<file path="config.mk">
export PLATFORM = sky130hd
export DESIGN_NAME = armCore
export DESIGN_NICKNAME = d
export VERILOG_FILES = /design/src/armPkg.sv /design/src/armCondition.sv /design/src/armAlu.sv /design/src/armRegFile.sv /design/src/armHazard.sv /design/src/armControl.sv /design/src/armDatapath.sv /design/src/armCore.sv
export SDC_FILE = /design/constraint.sdc
export NUM_CORES = 2
export LEC_CHECK = 0
export BUFFER_PORTS_ARGS = -buffer_cell sky130_fd_sc_hd__clkbuf_2
export CORE_UTILIZATION = 35
export DETAILED_ROUTE_END_ITERATION = 10
export GPL_ROUTABILITY_DRIVEN = 0
export PLACE_DENSITY = 0.61
export RECOVER_POWER = 25
export SLEW_MARGIN = 20
export SYNTH_ARGS = -nofsm -noshare
export SYNTH_HDL_FRONTEND = slang
export SYNTH_HIERARCHICAL = 1
export SYNTH_SLANG_ARGS = --single-unit
</file>
<file path="constraint.sdc">
create_clock -name clk -period 8.3 [get_ports clk]
set_clock_uncertainty 0.15 [all_clocks]
set_input_delay 2.075 -clock clk [delete_from_list [all_inputs] [get_ports clk]]
set_output_delay 2.075 -clock clk [all_outputs]
set_load 0.02 [all_outputs]
</file>
<file path="src/armPkg.sv">
package armPkg;

   // Data path and register index sizes
   localparam int WordWidth = 32;
   localparam int RegAddrWidth = 4;
   localparam logic [RegAddrWidth-1:0] RegPc = 4'd15;   // Reads as PC+8

   // Instruction class in bits 27:26
   localparam logic [1:0] OpDataProc = 2'b00;
   localparam logic [1:0] OpMemory = 2'b01;
   localparam logic [1:0] OpBranch = 2'b10;

   // Data-processing cmd field, bits 24:21
   localparam logic [3:0] CmdAnd = 4'b0000;
   localparam logic [3:0] CmdSub = 4'b0010;
   localparam logic [3:0] CmdAdd = 4'b0100;
   localparam logic [3:0] CmdOrr = 4'b1100;

   // ALU operation select
   localparam logic [1:0] AluAdd = 2'b00;
   localparam logic [1:0] AluSub = 2'b01;
   localparam logic [1:0] AluAnd = 2'b10;
   localparam logic [1:0] AluOrr = 2'b11;

   // Operand source in execute
   localparam logic [1:0] FwdNone = 2'b00;
   localparam logic [1:0] FwdWriteback = 2'b01;
   localparam logic [1:0] FwdMemory = 2'b10;

   localparam logic [3:0] CondAlways = 4'b1110;

   // Immediate extension select
   localparam logic [1:0] ImmDataProc = 2'b00;
   localparam logic [1:0] ImmMemory = 2'b01;
   localparam logic [1:0] ImmBranch = 2'b10;

   // One instruction word, seen as data processing / memory or as branch
   typedef union packed {
      struct packed {
         logic [3:0] cond;
         logic [1:0] op;
         logic immFlag;
         logic [3:0] cmd;
         logic sBit;             // L bit for LDR/STR
         logic [3:0] rn;
         logic [3:0] rd;
         logic [11:0] operand2;
      } dp;
      struct packed {
         logic [3:0] cond;
         logic [1:0] op;
         logic [1:0] funct;
         logic [23:0] offset;    // Signed word offset
      } br;
   } instrT;

endpackage

</file>
<file path="src/armCondition.sv">
`timescale 1ns/1ps

module armCondition
   import armPkg::*;
(
   input  logic [3:0] cond,
   input  logic [3:0] flags,
   input  logic [3:0] aluFlags,
   input  logic [1:0] flagWrite,
   output logic       condEx,
   output logic [3:0] flagsNext
);

   logic n, z, c, v;
   logic ge;

   assign {n, z, c, v} = flags;
   assign ge = (n == v);

   always_comb
   begin
      case (cond)
         4'b0000: condEx = z;              // EQ
         4'b0001: condEx = ~z;             // NE
         4'b0010: condEx = c;              // CS
         4'b0011: condEx = ~c;             // CC
         4'b0100: condEx = n;              // MI
         4'b0101: condEx = ~n;             // PL
         4'b0110: condEx = v;              // VS
         4'b0111: condEx = ~v;             // VC
         4'b1000: condEx = c & ~z;         // HI
         4'b1001: condEx = ~c | z;         // LS
         4'b1010: condEx = ge;             // GE
         4'b1011: condEx = ~ge;            // LT
         4'b1100: condEx = ~z & ge;        // GT
         4'b1101: condEx = z | ~ge;        // LE
         CondAlways: condEx = 1'b1;
         default: condEx = 1'b0;           // 1111 never executes
      endcase
   end

   // N/Z and C/V are written separately, logic ops keep C and V
   assign flagsNext[3:2] = (flagWrite[1] & condEx) ? aluFlags[3:2] : flags[3:2];
   assign flagsNext[1:0] = (flagWrite[0] & condEx) ? aluFlags[1:0] : flags[1:0];

endmodule

</file>
<file path="src/armAlu.sv">
`timescale 1ns/1ps

module armAlu
   import armPkg::*;
(
   input  logic [WordWidth-1:0] a,
   input  logic [WordWidth-1:0] b,
   input  logic [1:0]           aluControl,
   output logic [WordWidth-1:0] result,
   output logic [3:0]           aluFlags
);

   logic subtract;
   logic arith;
   logic [WordWidth-1:0] bInv;
   logic [WordWidth:0] sum;        // Extra bit is the carry out

   assign subtract = (aluControl == AluSub);
   assign arith = (aluControl == AluAdd) | subtract;
   assign bInv = subtract ? ~b : b;
   assign sum = {1'b0, a} + {1'b0, bInv} + {{WordWidth{1'b0}}, subtract};

   always_comb
   begin
      case (aluControl)
         AluAnd: result = a & b;
         AluOrr: result = a | b;
         default: result = sum[WordWidth-1:0];
      endcase
   end

   // NZCV
   assign aluFlags[3] = result[WordWidth-1];
   assign aluFlags[2] = (result == '0);
   assign aluFlags[1] = arith & sum[WordWidth];
   assign aluFlags[0] = arith & ~(a[WordWidth-1] ^ bInv[WordWidth-1])
                        & (a[WordWidth-1] ^ sum[WordWidth-1]);

endmodule

</file>
<file path="src/armRegFile.sv">
`timescale 1ns/1ps

module armRegFile
   import armPkg::*;
(
   input  logic                    clk,
   input  logic                    we3,
   input  logic [RegAddrWidth-1:0] ra1,
   input  logic [RegAddrWidth-1:0] ra2,
   input  logic [RegAddrWidth-1:0] wa3,
   input  logic [WordWidth-1:0]    wd3,
   input  logic [WordWidth-1:0]    r15,
   output logic [WordWidth-1:0]    rd1,
   output logic [WordWidth-1:0]    rd2
);

   logic [WordWidth-1:0] regs [0:14];   // R0 to R14

   // Write at mid-cycle so decode sees the writeback value
   always_ff @(negedge clk)
   begin
      if (we3)
         regs[wa3] <= wd3;
   end

   assign rd1 = (ra1 == RegPc) ? r15 : regs[ra1];
   assign rd2 = (ra2 == RegPc) ? r15 : regs[ra2];

endmodule

</file>
<file path="src/armHazard.sv">
`timescale 1ns/1ps

module armHazard
   import armPkg::*;
(
   input  logic [RegAddrWidth-1:0] ra1D,
   input  logic [RegAddrWidth-1:0] ra2D,
   input  logic [RegAddrWidth-1:0] ra1E,
   input  logic [RegAddrWidth-1:0] ra2E,
   input  logic [RegAddrWidth-1:0] wa3E,
   input  logic [RegAddrWidth-1:0] wa3M,
   input  logic [RegAddrWidth-1:0] wa3W,
   input  logic                    regWriteM,
   input  logic                    regWriteW,
   input  logic                    memToRegE,
   input  logic                    branchTakenE,
   output logic [1:0]              forwardAE,
   output logic [1:0]              forwardBE,
   output logic                    stallF,
   output logic                    stallD,
   output logic                    flushD,
   output logic                    flushE
);

   logic match1EM, match1EW, match2EM, match2EW;
   logic match12DE;
   logic ldrStall;

   assign match1EM = (ra1E == wa3M);
   assign match1EW = (ra1E == wa3W);
   assign match2EM = (ra2E == wa3M);
   assign match2EW = (ra2E == wa3W);
   assign match12DE = (ra1D == wa3E) | (ra2D == wa3E);

   // Newer result in memory wins over writeback
   assign forwardAE = (match1EM & regWriteM) ? FwdMemory :
                      (match1EW & regWriteW) ? FwdWriteback : FwdNone;
   assign forwardBE = (match2EM & regWriteM) ? FwdMemory :
                      (match2EW & regWriteW) ? FwdWriteback : FwdNone;

   assign ldrStall = match12DE & memToRegE;   // Load result not ready yet

   assign stallF = ldrStall;
   assign stallD = ldrStall;
   assign flushE = ldrStall | branchTakenE;
   assign flushD = branchTakenE;   // Wrong-path fetch

endmodule

</file>
<file path="src/armControl.sv">
`timescale 1ns/1ps

module armControl
   import armPkg::*;
(
   input  logic       clk,
   input  logic       reset,
   input  logic       flushE,
   input  instrT      instrD,
   input  logic [3:0] aluFlagsE,
   output logic [1:0] regSrcD,
   output logic [1:0] immSrcD,
   output logic       aluSrcE,
   output logic [1:0] aluControlE,
   output logic       branchTakenE,
   output logic       memWrite,
   output logic       memToRegE,
   output logic       memToRegW,
   output logic       regWriteM,
   output logic       regWriteW
);

   logic aluSrcD, memToRegD, regWriteD, memWriteD, branchD;
   logic [1:0] aluControlD, flagWriteD;
   logic regWriteE, memWriteE, branchE, memToRegM;
   logic [1:0] flagWriteE;
   logic [3:0] condE, flagsE, flagsNextE;
   logic condExE;

   always_comb
   begin
      regSrcD = 2'b00;
      immSrcD = ImmDataProc;
      aluSrcD = 1'b0;
      memToRegD = 1'b0;
      regWriteD = 1'b0;
      memWriteD = 1'b0;
      branchD = 1'b0;
      aluControlD = AluAdd;          // Address and target adds
      case (instrD.dp.op)
         OpDataProc:
         begin
            aluSrcD = instrD.dp.immFlag;
            regWriteD = 1'b1;
            case (instrD.dp.cmd)
               CmdSub: aluControlD = AluSub;
               CmdAnd: aluControlD = AluAnd;
               CmdOrr: aluControlD = AluOrr;
               default: aluControlD = AluAdd;
            endcase
         end
         OpMemory:
         begin
            immSrcD = ImmMemory;
            aluSrcD = 1'b1;
            memToRegD = instrD.dp.sBit;   // LDR
            regWriteD = instrD.dp.sBit;
            memWriteD = ~instrD.dp.sBit;
            regSrcD[1] = ~instrD.dp.sBit; // STR reads Rd as data
         end
         OpBranch:
         begin
            regSrcD[0] = 1'b1;            // Base is R15
            immSrcD = ImmBranch;
            aluSrcD = 1'b1;
            branchD = 1'b1;
         end
         default: ;
      endcase
   end

   // Only data processing with S writes flags, C/V only for ADD and SUB
   assign flagWriteD[1] = (instrD.dp.op == OpDataProc) & instrD.dp.sBit;
   assign flagWriteD[0] = flagWriteD[1] & ~aluControlD[1];

   always_ff @(posedge clk or posedge reset)
   begin
      if (reset)
         {regWriteE, memWriteE, memToRegE, branchE, aluSrcE,
          aluControlE, flagWriteE, condE} <= '0;
      else if (flushE)
         {regWriteE, memWriteE, memToRegE, branchE, aluSrcE,
          aluControlE, flagWriteE, condE} <= '0;   // Bubble
      else
         {regWriteE, memWriteE, memToRegE, branchE, aluSrcE,
          aluControlE, flagWriteE, condE} <= {regWriteD, memWriteD, memToRegD,
          branchD, aluSrcD, aluControlD, flagWriteD, instrD.dp.cond};
   end

   armCondition i_armCondition (
      .cond(condE),
      .flags(flagsE),
      .aluFlags(aluFlagsE),
      .flagWrite(flagWriteE),
      .condEx(condExE),
      .flagsNext(flagsNextE)
   );

   always_ff @(posedge clk or posedge reset)
   begin
      if (reset)
         flagsE <= 4'b0;
      else
         flagsE <= flagsNextE;
   end

   assign branchTakenE = branchE & condExE;

   // Memory and writeback controls, already condition gated
   always_ff @(posedge clk or posedge reset)
   begin
      if (reset)
         {memWrite, memToRegM, regWriteM, memToRegW, regWriteW} <= '0;
      else
         {memWrite, memToRegM, regWriteM, memToRegW, regWriteW} <=
            {memWriteE & condExE, memToRegE, regWriteE & condExE, memToRegM, regWriteM};
   end

endmodule

</file>
<file path="src/armDatapath.sv">
`timescale 1ns/1ps

module armDatapath
   import armPkg::*;
(
   input  logic                    clk,
   input  logic                    reset,
   input  logic [1:0]              regSrcD,
   input  logic [1:0]              immSrcD,
   input  logic                    aluSrcE,
   input  logic [1:0]              aluControlE,
   input  logic                    branchTakenE,
   input  logic                    memToRegW,
   input  logic                    regWriteW,
   input  logic [1:0]              forwardAE,
   input  logic [1:0]              forwardBE,
   input  logic                    stallF,
   input  logic                    stallD,
   input  logic                    flushD,
   input  logic [WordWidth-1:0]    instr,
   input  logic [WordWidth-1:0]    readData,
   output logic [WordWidth-1:0]    pc,
   output instrT                   instrD,
   output logic [WordWidth-1:0]    aluOut,
   output logic [WordWidth-1:0]    writeData,
   output logic [3:0]              aluFlagsE,
   output logic [RegAddrWidth-1:0] ra1D,
   output logic [RegAddrWidth-1:0] ra2D,
   output logic [RegAddrWidth-1:0] ra1E,
   output logic [RegAddrWidth-1:0] ra2E,
   output logic [RegAddrWidth-1:0] wa3E,
   output logic [RegAddrWidth-1:0] wa3M,
   output logic [RegAddrWidth-1:0] wa3W
);

   logic [WordWidth-1:0] pcPlus4F, pcNext;
   logic [WordWidth-1:0] rd1D, rd2D, extImmD;
   logic [WordWidth-1:0] rd1E, rd2E, extImmE;
   logic [WordWidth-1:0] srcAE, srcBE, writeDataE, aluResultE;
   logic [WordWidth-1:0] aluOutW, readDataW, resultW;

   function automatic logic [WordWidth-1:0] forwardMux(
      input logic [1:0] sel,
      input logic [WordWidth-1:0] regValue,
      input logic [WordWidth-1:0] wbValue,
      input logic [WordWidth-1:0] memValue
   );
      case (sel)
         FwdMemory: forwardMux = memValue;
         FwdWriteback: forwardMux = wbValue;
         default: forwardMux = regValue;
      endcase
   endfunction

   // Fetch
   assign pcPlus4F = pc + 32'd4;
   assign pcNext = branchTakenE ? aluResultE : pcPlus4F;

   always_ff @(posedge clk or posedge reset)
   begin
      if (reset)
         pc <= '0;
      else if (~stallF)
         pc <= pcNext;
   end

   always_ff @(posedge clk or posedge reset)
   begin
      if (reset)
         instrD <= '0;
      else if (flushD)
         instrD <= '0;
      else if (~stallD)
         instrD <= instr;
   end

   // Decode
   assign ra1D = regSrcD[0] ? RegPc : instrD.dp.rn;
   assign ra2D = regSrcD[1] ? instrD.dp.rd : instrD.dp.operand2[3:0];

   armRegFile i_armRegFile (
      .clk(clk),
      .we3(regWriteW),
      .ra1(ra1D),
      .ra2(ra2D),
      .wa3(wa3W),
      .wd3(resultW),
      .r15(pcPlus4F),              // Decode PC + 8
      .rd1(rd1D),
      .rd2(rd2D)
   );

   always_comb
   begin
      case (immSrcD)
         ImmDataProc: extImmD = {{(WordWidth-8){1'b0}}, instrD.dp.operand2[7:0]};
         ImmMemory: extImmD = {{(WordWidth-12){1'b0}}, instrD.dp.operand2};
         ImmBranch: extImmD = {{6{instrD.br.offset[23]}}, instrD.br.offset, 2'b00};
         default: extImmD = '0;
      endcase
   end

   // Execute
   always_ff @(posedge clk)
   begin
      rd1E <= rd1D;
      rd2E <= rd2D;
      extImmE <= extImmD;
   end

   always_ff @(posedge clk or posedge reset)
   begin
      if (reset)
         {ra1E, ra2E, wa3E} <= '0;
      else
         {ra1E, ra2E, wa3E} <= {ra1D, ra2D, instrD.dp.rd};
   end

   assign srcAE = forwardMux(forwardAE, rd1E, resultW, aluOut);
   assign writeDataE = forwardMux(forwardBE, rd2E, resultW, aluOut);
   assign srcBE = aluSrcE ? extImmE : writeDataE;

   armAlu i_armAlu (
      .a(srcAE),
      .b(srcBE),
      .aluControl(aluControlE),
      .result(aluResultE),
      .aluFlags(aluFlagsE)
   );

   // Memory
   always_ff @(posedge clk)
   begin
      aluOut <= aluResultE;
      writeData <= writeDataE;
   end

   // Writeback
   always_ff @(posedge clk)
   begin
      aluOutW <= aluOut;
      readDataW <= readData;
   end

   always_ff @(posedge clk or posedge reset)
   begin
      if (reset)
         {wa3M, wa3W} <= '0;
      else
         {wa3M, wa3W} <= {wa3E, wa3M};
   end

   assign resultW = memToRegW ? readDataW : aluOutW;

endmodule

</file>
<file path="src/armCore.sv">
`timescale 1ns/1ps

module armCore
   import armPkg::*;
(
   input  logic                 clk,
   input  logic                 reset,
   input  logic [WordWidth-1:0] instr,
   input  logic [WordWidth-1:0] readData,
   output logic [WordWidth-1:0] pc,
   output logic [WordWidth-1:0] aluOut,
   output logic [WordWidth-1:0] writeData,
   output logic                 memWrite
);

   logic [1:0] regSrcD, immSrcD, aluControlE;
   logic aluSrcE, branchTakenE, memToRegE, memToRegW, regWriteM, regWriteW;
   instrT instrD;
   logic [3:0] aluFlagsE;
   logic [RegAddrWidth-1:0] ra1D, ra2D, ra1E, ra2E, wa3E, wa3M, wa3W;
   logic [1:0] forwardAE, forwardBE;
   logic stallF, stallD, flushD, flushE;

   armControl i_armControl (
      .clk(clk),
      .reset(reset),
      .flushE(flushE),
      .instrD(instrD),
      .aluFlagsE(aluFlagsE),
      .regSrcD(regSrcD),
      .immSrcD(immSrcD),
      .aluSrcE(aluSrcE),
      .aluControlE(aluControlE),
      .branchTakenE(branchTakenE),
      .memWrite(memWrite),
      .memToRegE(memToRegE),
      .memToRegW(memToRegW),
      .regWriteM(regWriteM),
      .regWriteW(regWriteW)
   );

   armDatapath i_armDatapath (
      .clk(clk),
      .reset(reset),
      .regSrcD(regSrcD),
      .immSrcD(immSrcD),
      .aluSrcE(aluSrcE),
      .aluControlE(aluControlE),
      .branchTakenE(branchTakenE),
      .memToRegW(memToRegW),
      .regWriteW(regWriteW),
      .forwardAE(forwardAE),
      .forwardBE(forwardBE),
      .stallF(stallF),
      .stallD(stallD),
      .flushD(flushD),
      .instr(instr),
      .readData(readData),
      .pc(pc),
      .instrD(instrD),
      .aluOut(aluOut),
      .writeData(writeData),
      .aluFlagsE(aluFlagsE),
      .ra1D(ra1D),
      .ra2D(ra2D),
      .ra1E(ra1E),
      .ra2E(ra2E),
      .wa3E(wa3E),
      .wa3M(wa3M),
      .wa3W(wa3W)
   );

   armHazard i_armHazard (
      .ra1D(ra1D),
      .ra2D(ra2D),
      .ra1E(ra1E),
      .ra2E(ra2E),
      .wa3E(wa3E),
      .wa3M(wa3M),
      .wa3W(wa3W),
      .regWriteM(regWriteM),
      .regWriteW(regWriteW),
      .memToRegE(memToRegE),
      .branchTakenE(branchTakenE),
      .forwardAE(forwardAE),
      .forwardBE(forwardBE),
      .stallF(stallF),
      .stallD(stallD),
      .flushD(flushD),
      .flushE(flushE)
   );

endmodule

</file>
---- Word level (Yosys, flattened, before mapping) ----
Memories as Yosys holds them, arrays and structs flattened.
Index checks and enable logic that the tools add are counted.
operators by class
  equality and inequality tests ........... 37
  mux-type cells .......................... 37
  bitwise logic cells ..................... 35
  reductions and logical operators ........ 7
  $add $sub $neg .......................... 3
operator list
  kind                     count
  $mux W32                 8
  $pmux W32 S2             3
  $pmux W32 S3             1
  $eq A4 B4 Y1 const B     10
  $add A32 B32 Y33         1
  $add A33 B1 Y33          1
  $add A32 B3 Y32 const B  1
  $and A32 B32 Y32         1
  $logic_not A32 Y1        1
  $not A32 Y32             1
  $or A32 B32 Y32          1
  $eq A4 B4 Y1             6
  $and A1 B1 Y1            17
  $eq A4 B3 Y1 const B     4
  $pmux W1 S15             1
  $eq A2 B2 Y1 const B     6
  $eq A4 B2 Y1 const B     3
  $mux W1                  12
  $mux W4                  3
  $eq A2 B1 Y1 const B     5
  $mux W2                  5
  $logic_not A4 Y1         2
  $not A1 Y1               8
  $logic_not A2 Y1         3
  9 further kinds          15
word-level totals
  memory bits (writable) .................. 480
  input bits .............................. 66
  memories kept ........................... 1
  register bits ........................... 330
  logic and storage cells ................. 149
memories
  memory                           words  width  read ports  clocked after memory_dff  write ports  line              RTL
  i_armDatapath.i_armRegFile.regs  15     32     2           0                         1            armRegFile.sv:17  logic [WordWidth-1:0] regs [0:14];

---- Logic depth before layout (Yosys ltp) ----
  depth after elaboration ................. 13
  gate-level depth with buffers ........... 27
  mapped depth without buffers ............ 24

---- By module ----
The synthesis kept the hierarchy.
modules (own cells, without submodules)
  module        cells each  instances  area each (um^2)  sequential area each (um^2)
  armRegFile    1498        1          23124.7           14413.8
  armDatapath   1023        1          11049.3           6466.2
  armAlu        405         1          2830.2            0.0
  armControl    57          1          814.5             550.5
  armHazard     40          1          332.8             0.0
  armCondition  31          1          260.2             0.0

==> impl_metrics.ini <==
[status]
status = finished, violations left
violations = max-capacitance violations, max-slew violations

[clocking]
cts_buffers = 85
clk_path_buf_depth = 3
cts_tree = built
cts.repair.resized = 0
post-cts-setup-buffer-count = 0
clkTransAtPathRegs_ns = 0.07
htreeDepth = 3
clk_latency_ns = 0.70
hold_buffers = 0
clockRootBuffer = clkbuf_16
clock-sinks = 804

[drt]
ant_nets = 0
vias_per_cell = 5.667
wirelength_um = 127600
drt_iter0_markers = 3080
route.vias.total = 28892
dr.pass1.iters = 9
routedWlPerCell_um = 25.03
drc = 0

[logic_synthesis]
synth-seq-cells = 804
synth_compound_area_share_pct = 11.95
synthArstFlopShare_pct = 13.18
yosysWarnings = 6
synth_top_cell_by_area = edfxtp_1
netlist.area_leader.share_pct = 37.52
ys_seq_area_share_pct = 55.79
synthFlopType = edfxtp_1
synth-simple-area-share_pct = 8.306
synth.distinct_cells = 100
synth-adder-area-share_pct = 2.300
avgSynthCellArea_um2 = 12.58
synth_top_family_by_area = multiplexers
synth_edf_count = 480
synth_mux_area_share_pct = 15.33
synth_area_mm2 = 0.03841
netlist_top_cells_area = edfxtp_1, dfxtp_1, dfrtp_1
synthXorXnorAreaFrac_pct = 2.577
synth_nets = 3166
postSynthCellCount = 3054

[grt]
grt_max_degree = 80
track_usage_pct = 22.39
grt_pass1_wl_um = 185200
antenna_found_initial = 4
grt_pass1_vias = 28306
grt_overflow_total = 0

[timing]
rsz0062_at_grt = false
worst_slack_ns = 1.184
worstMarginPinSlew_ns = 3.650
setup_viol = 0
tns_ns = 0
period_needed_ns = 7.116
slew_violations = 324
clock.fmax_ghz = 0.1405
finalHoldViolCount = 0
slew_headroom_pct = -143.3
fin_crit_sh_pct = 85.73

[floorplanning]
pin_count = 163
fp.dieArea_mm2 = 0.1111
die_w_um = 333.3
start_util_pct = 35.29
die_h_um = 333.3
std_cell_rows = 121
coreArea_mm2 = 0.1089

[placement]
place_inst = 4460
pre_cts_ws_ns = 1.235
hpwl_um = 83290
io_buffers = 162

[setup_path]
crit_end = i_armControl/flagsE[2]
slowest_stage = ha_2
cp_max_fo = 64
critPathKind = flop to flop
cp-start-kind = flop
crit_path_end_kind = flop
crit_buf_inv = 1
path_cells = xor2_1, nor3_1, nand3_1, nor2_1, inv_1, ha_2, o21ai_0, mux2_2, xnor2_1, ha_1, a21oi_1, o21ai_0, a22o_1, a2111o_1, a221o_1, a221o_1, a311oi_1, xnor2_1, o21ai_0, or4_1, nor4_2, mux2_1
reg2reg_depth = 22
startpoint = i_armDatapath/wa3W[1]
required_ns = 8.76
regToRegEndpoint = i_armControl/flagsE[2]
crit_cells = 22
cp_top_family = compound AO/OA/AOI/OAI gates
worstPathArrival_ns = 7.57
cpMostUsedCell = o21ai_0
slowest_delay_ns = 0.99
reg2reg_from = i_armDatapath/wa3W[1]
r2r_slack_ns = 1.18

[min_path]
hold_path.class = flop to flop
hp-start = i_armControl/memToRegM

[pwr]
power_frac_comb_pct = 45.2
p_seq_share_pct = 30.7
power_mw = 20.59
power.switching_mw = 9.127
clockPowerShare_pct = 24.1
vdd_drop_max_v = 0.0002127
power.density_mw_per_mm2 = 457.7
p_int_mw = 11.46
swShare_pct = 44.34
leakagePower_nw = 17.95

[cells_and_area]
final_common_cell = inv_1
final_cell_mix = inv_1, edfxtp_1, mux2i_1, dfxtp_1, nand2_1
instances_no_fill = 5098
drive_above_1_share_pct = 14.93
num-fill-cells = 10340
layout.nets = 3724
area_growth_pct = 17.09

[run]
maxCapViolCount = 8
==> worst reg2reg max path, delay by kind of cell (launching register included) <==
family / cells / cell delay (ns)
AOI/OAI and AO/OA: 9 / 2.71
adders and majority gates: 2 / 1.32
and+or+nand+nor: 5 / 1.26
xor gates and xnor gates: 3 / 0.57
muxes: 2 / 0.51
DFF: 1 / 0.50
buffers and inverters: 1 / 0.06
==> logic make-up after synthesis <==
family                     Yosys count
muxes                              458
AOI/OAI and AO/OA                  680
buffers and inverters              285
and+or+nand+nor                    638
DFF                                804
xor gates and xnor gates           113
adders and majority gates           76
==> synthesized netlist by cell type (54+ instances only) <==
| cell | number |
|---|---|
| mux4_2 | 91 |
| a22oi_1 | 99 |
| mux2i_1 | 235 |
| clkbuf_1 | 103 |
| nor2_1 | 131 |
| dfrtp_1 | 106 |
| a21oi_1 | 55 |
| o21ai_0 | 181 |
| xnor2_1 | 79 |
| nand2_1 | 212 |
| dfxtp_1 | 218 |
| edfxtp_1 | 480 |
| a31oi_1 | 54 |
| mux2_2 | 127 |
==> metrics by stage <==
step           utilization [%]  cell area, um2  hold WS (ns)
6_report                 41.32           44980        0.2142
3_5_place_dp             37.14           40430        0.2077
5_1_grt                  41.32           44970        0.2146
3_3_place_gp             37.14           40430        0.1831
4_1_cts                  41.49           45170        0.2127
2_1_floorplan                -           38410        0.1812
==> final cells by class <==
| class | instances | area [um2] | area share, % |
|---|---|---|---|
| Antenna cell | 1 | 2.502 | 0.005564 |
| Clock buffer | 96 | 2253 | 5.010 |
| Clock inverter | 542 | 2494 | 5.544 |
| Inverter | 52 | 196.4 | 0.4368 |
| Multi-Input combinational cell | 1965 | 15680 | 34.87 |
| Sequential cell | 804 | 21430 | 47.65 |
| Tap cell | 1414 | 1769 | 3.934 |
| Timing Repair Buffer | 224 | 1144 | 2.543 |
==> worst min path at each step <==
| stage | to | slack (ns) | cells after the start |
|---|---|---|---|
| finish | i_armControl/memToRegW | 0.21 | 0 |
| global route | i_armControl/memToRegW | 0.21 | 0 |
| CTS | i_armControl/memToRegW | 0.21 | 0 |
| detailed placement | i_armControl/memToRegW | 0.21 | 0 |
| global placement | i_armControl/memToRegW | 0.18 | 0 |
| floorplan | i_armControl/memToRegW | 0.18 | 0 |
==> layer usage <==
| metal | GRT usage [%] | wire length (um) | vias to the layer above |
|---|---|---|---|
| met3 | 4.971 | 13110 | 243 |
| li1 | - | - | 12773 |
| met4 | 10.69 | 5135 | 2 |
| met5 | 0 | 13 | - |
| met1 | 29.57 | 51540 | 14301 |
| met2 | 34.81 | 57820 | 1573 |
==> registers in the layout (all words and copies together), names as in the netlist, 26 cells and up <==
register / count
i_armDatapath/i_armRegFile/regs: 480
i_armDatapath/rd2E: 32
i_armDatapath/extImmE: 26
i_armDatapath/writeData: 32
i_armDatapath/readDataW: 32
i_armDatapath/instrD: 32
i_armDatapath/rd1E: 32
i_armDatapath/aluOut: 32
i_armDatapath/pc: 32
i_armDatapath/aluOutW: 32
==> power groups by stage <==
stage	clock network (mW)	registers, mW	logic, mW
floorplan	0.343	6.17	6.19
global placement	0.343	6.36	9.05
detailed placement	0.343	6.36	9.10
CTS	5.03	6.30	9.15
global route	5.35	6.36	9.88
finish	4.97	6.32	9.30
No activity file was read; power rests on OpenSTA's default activity.
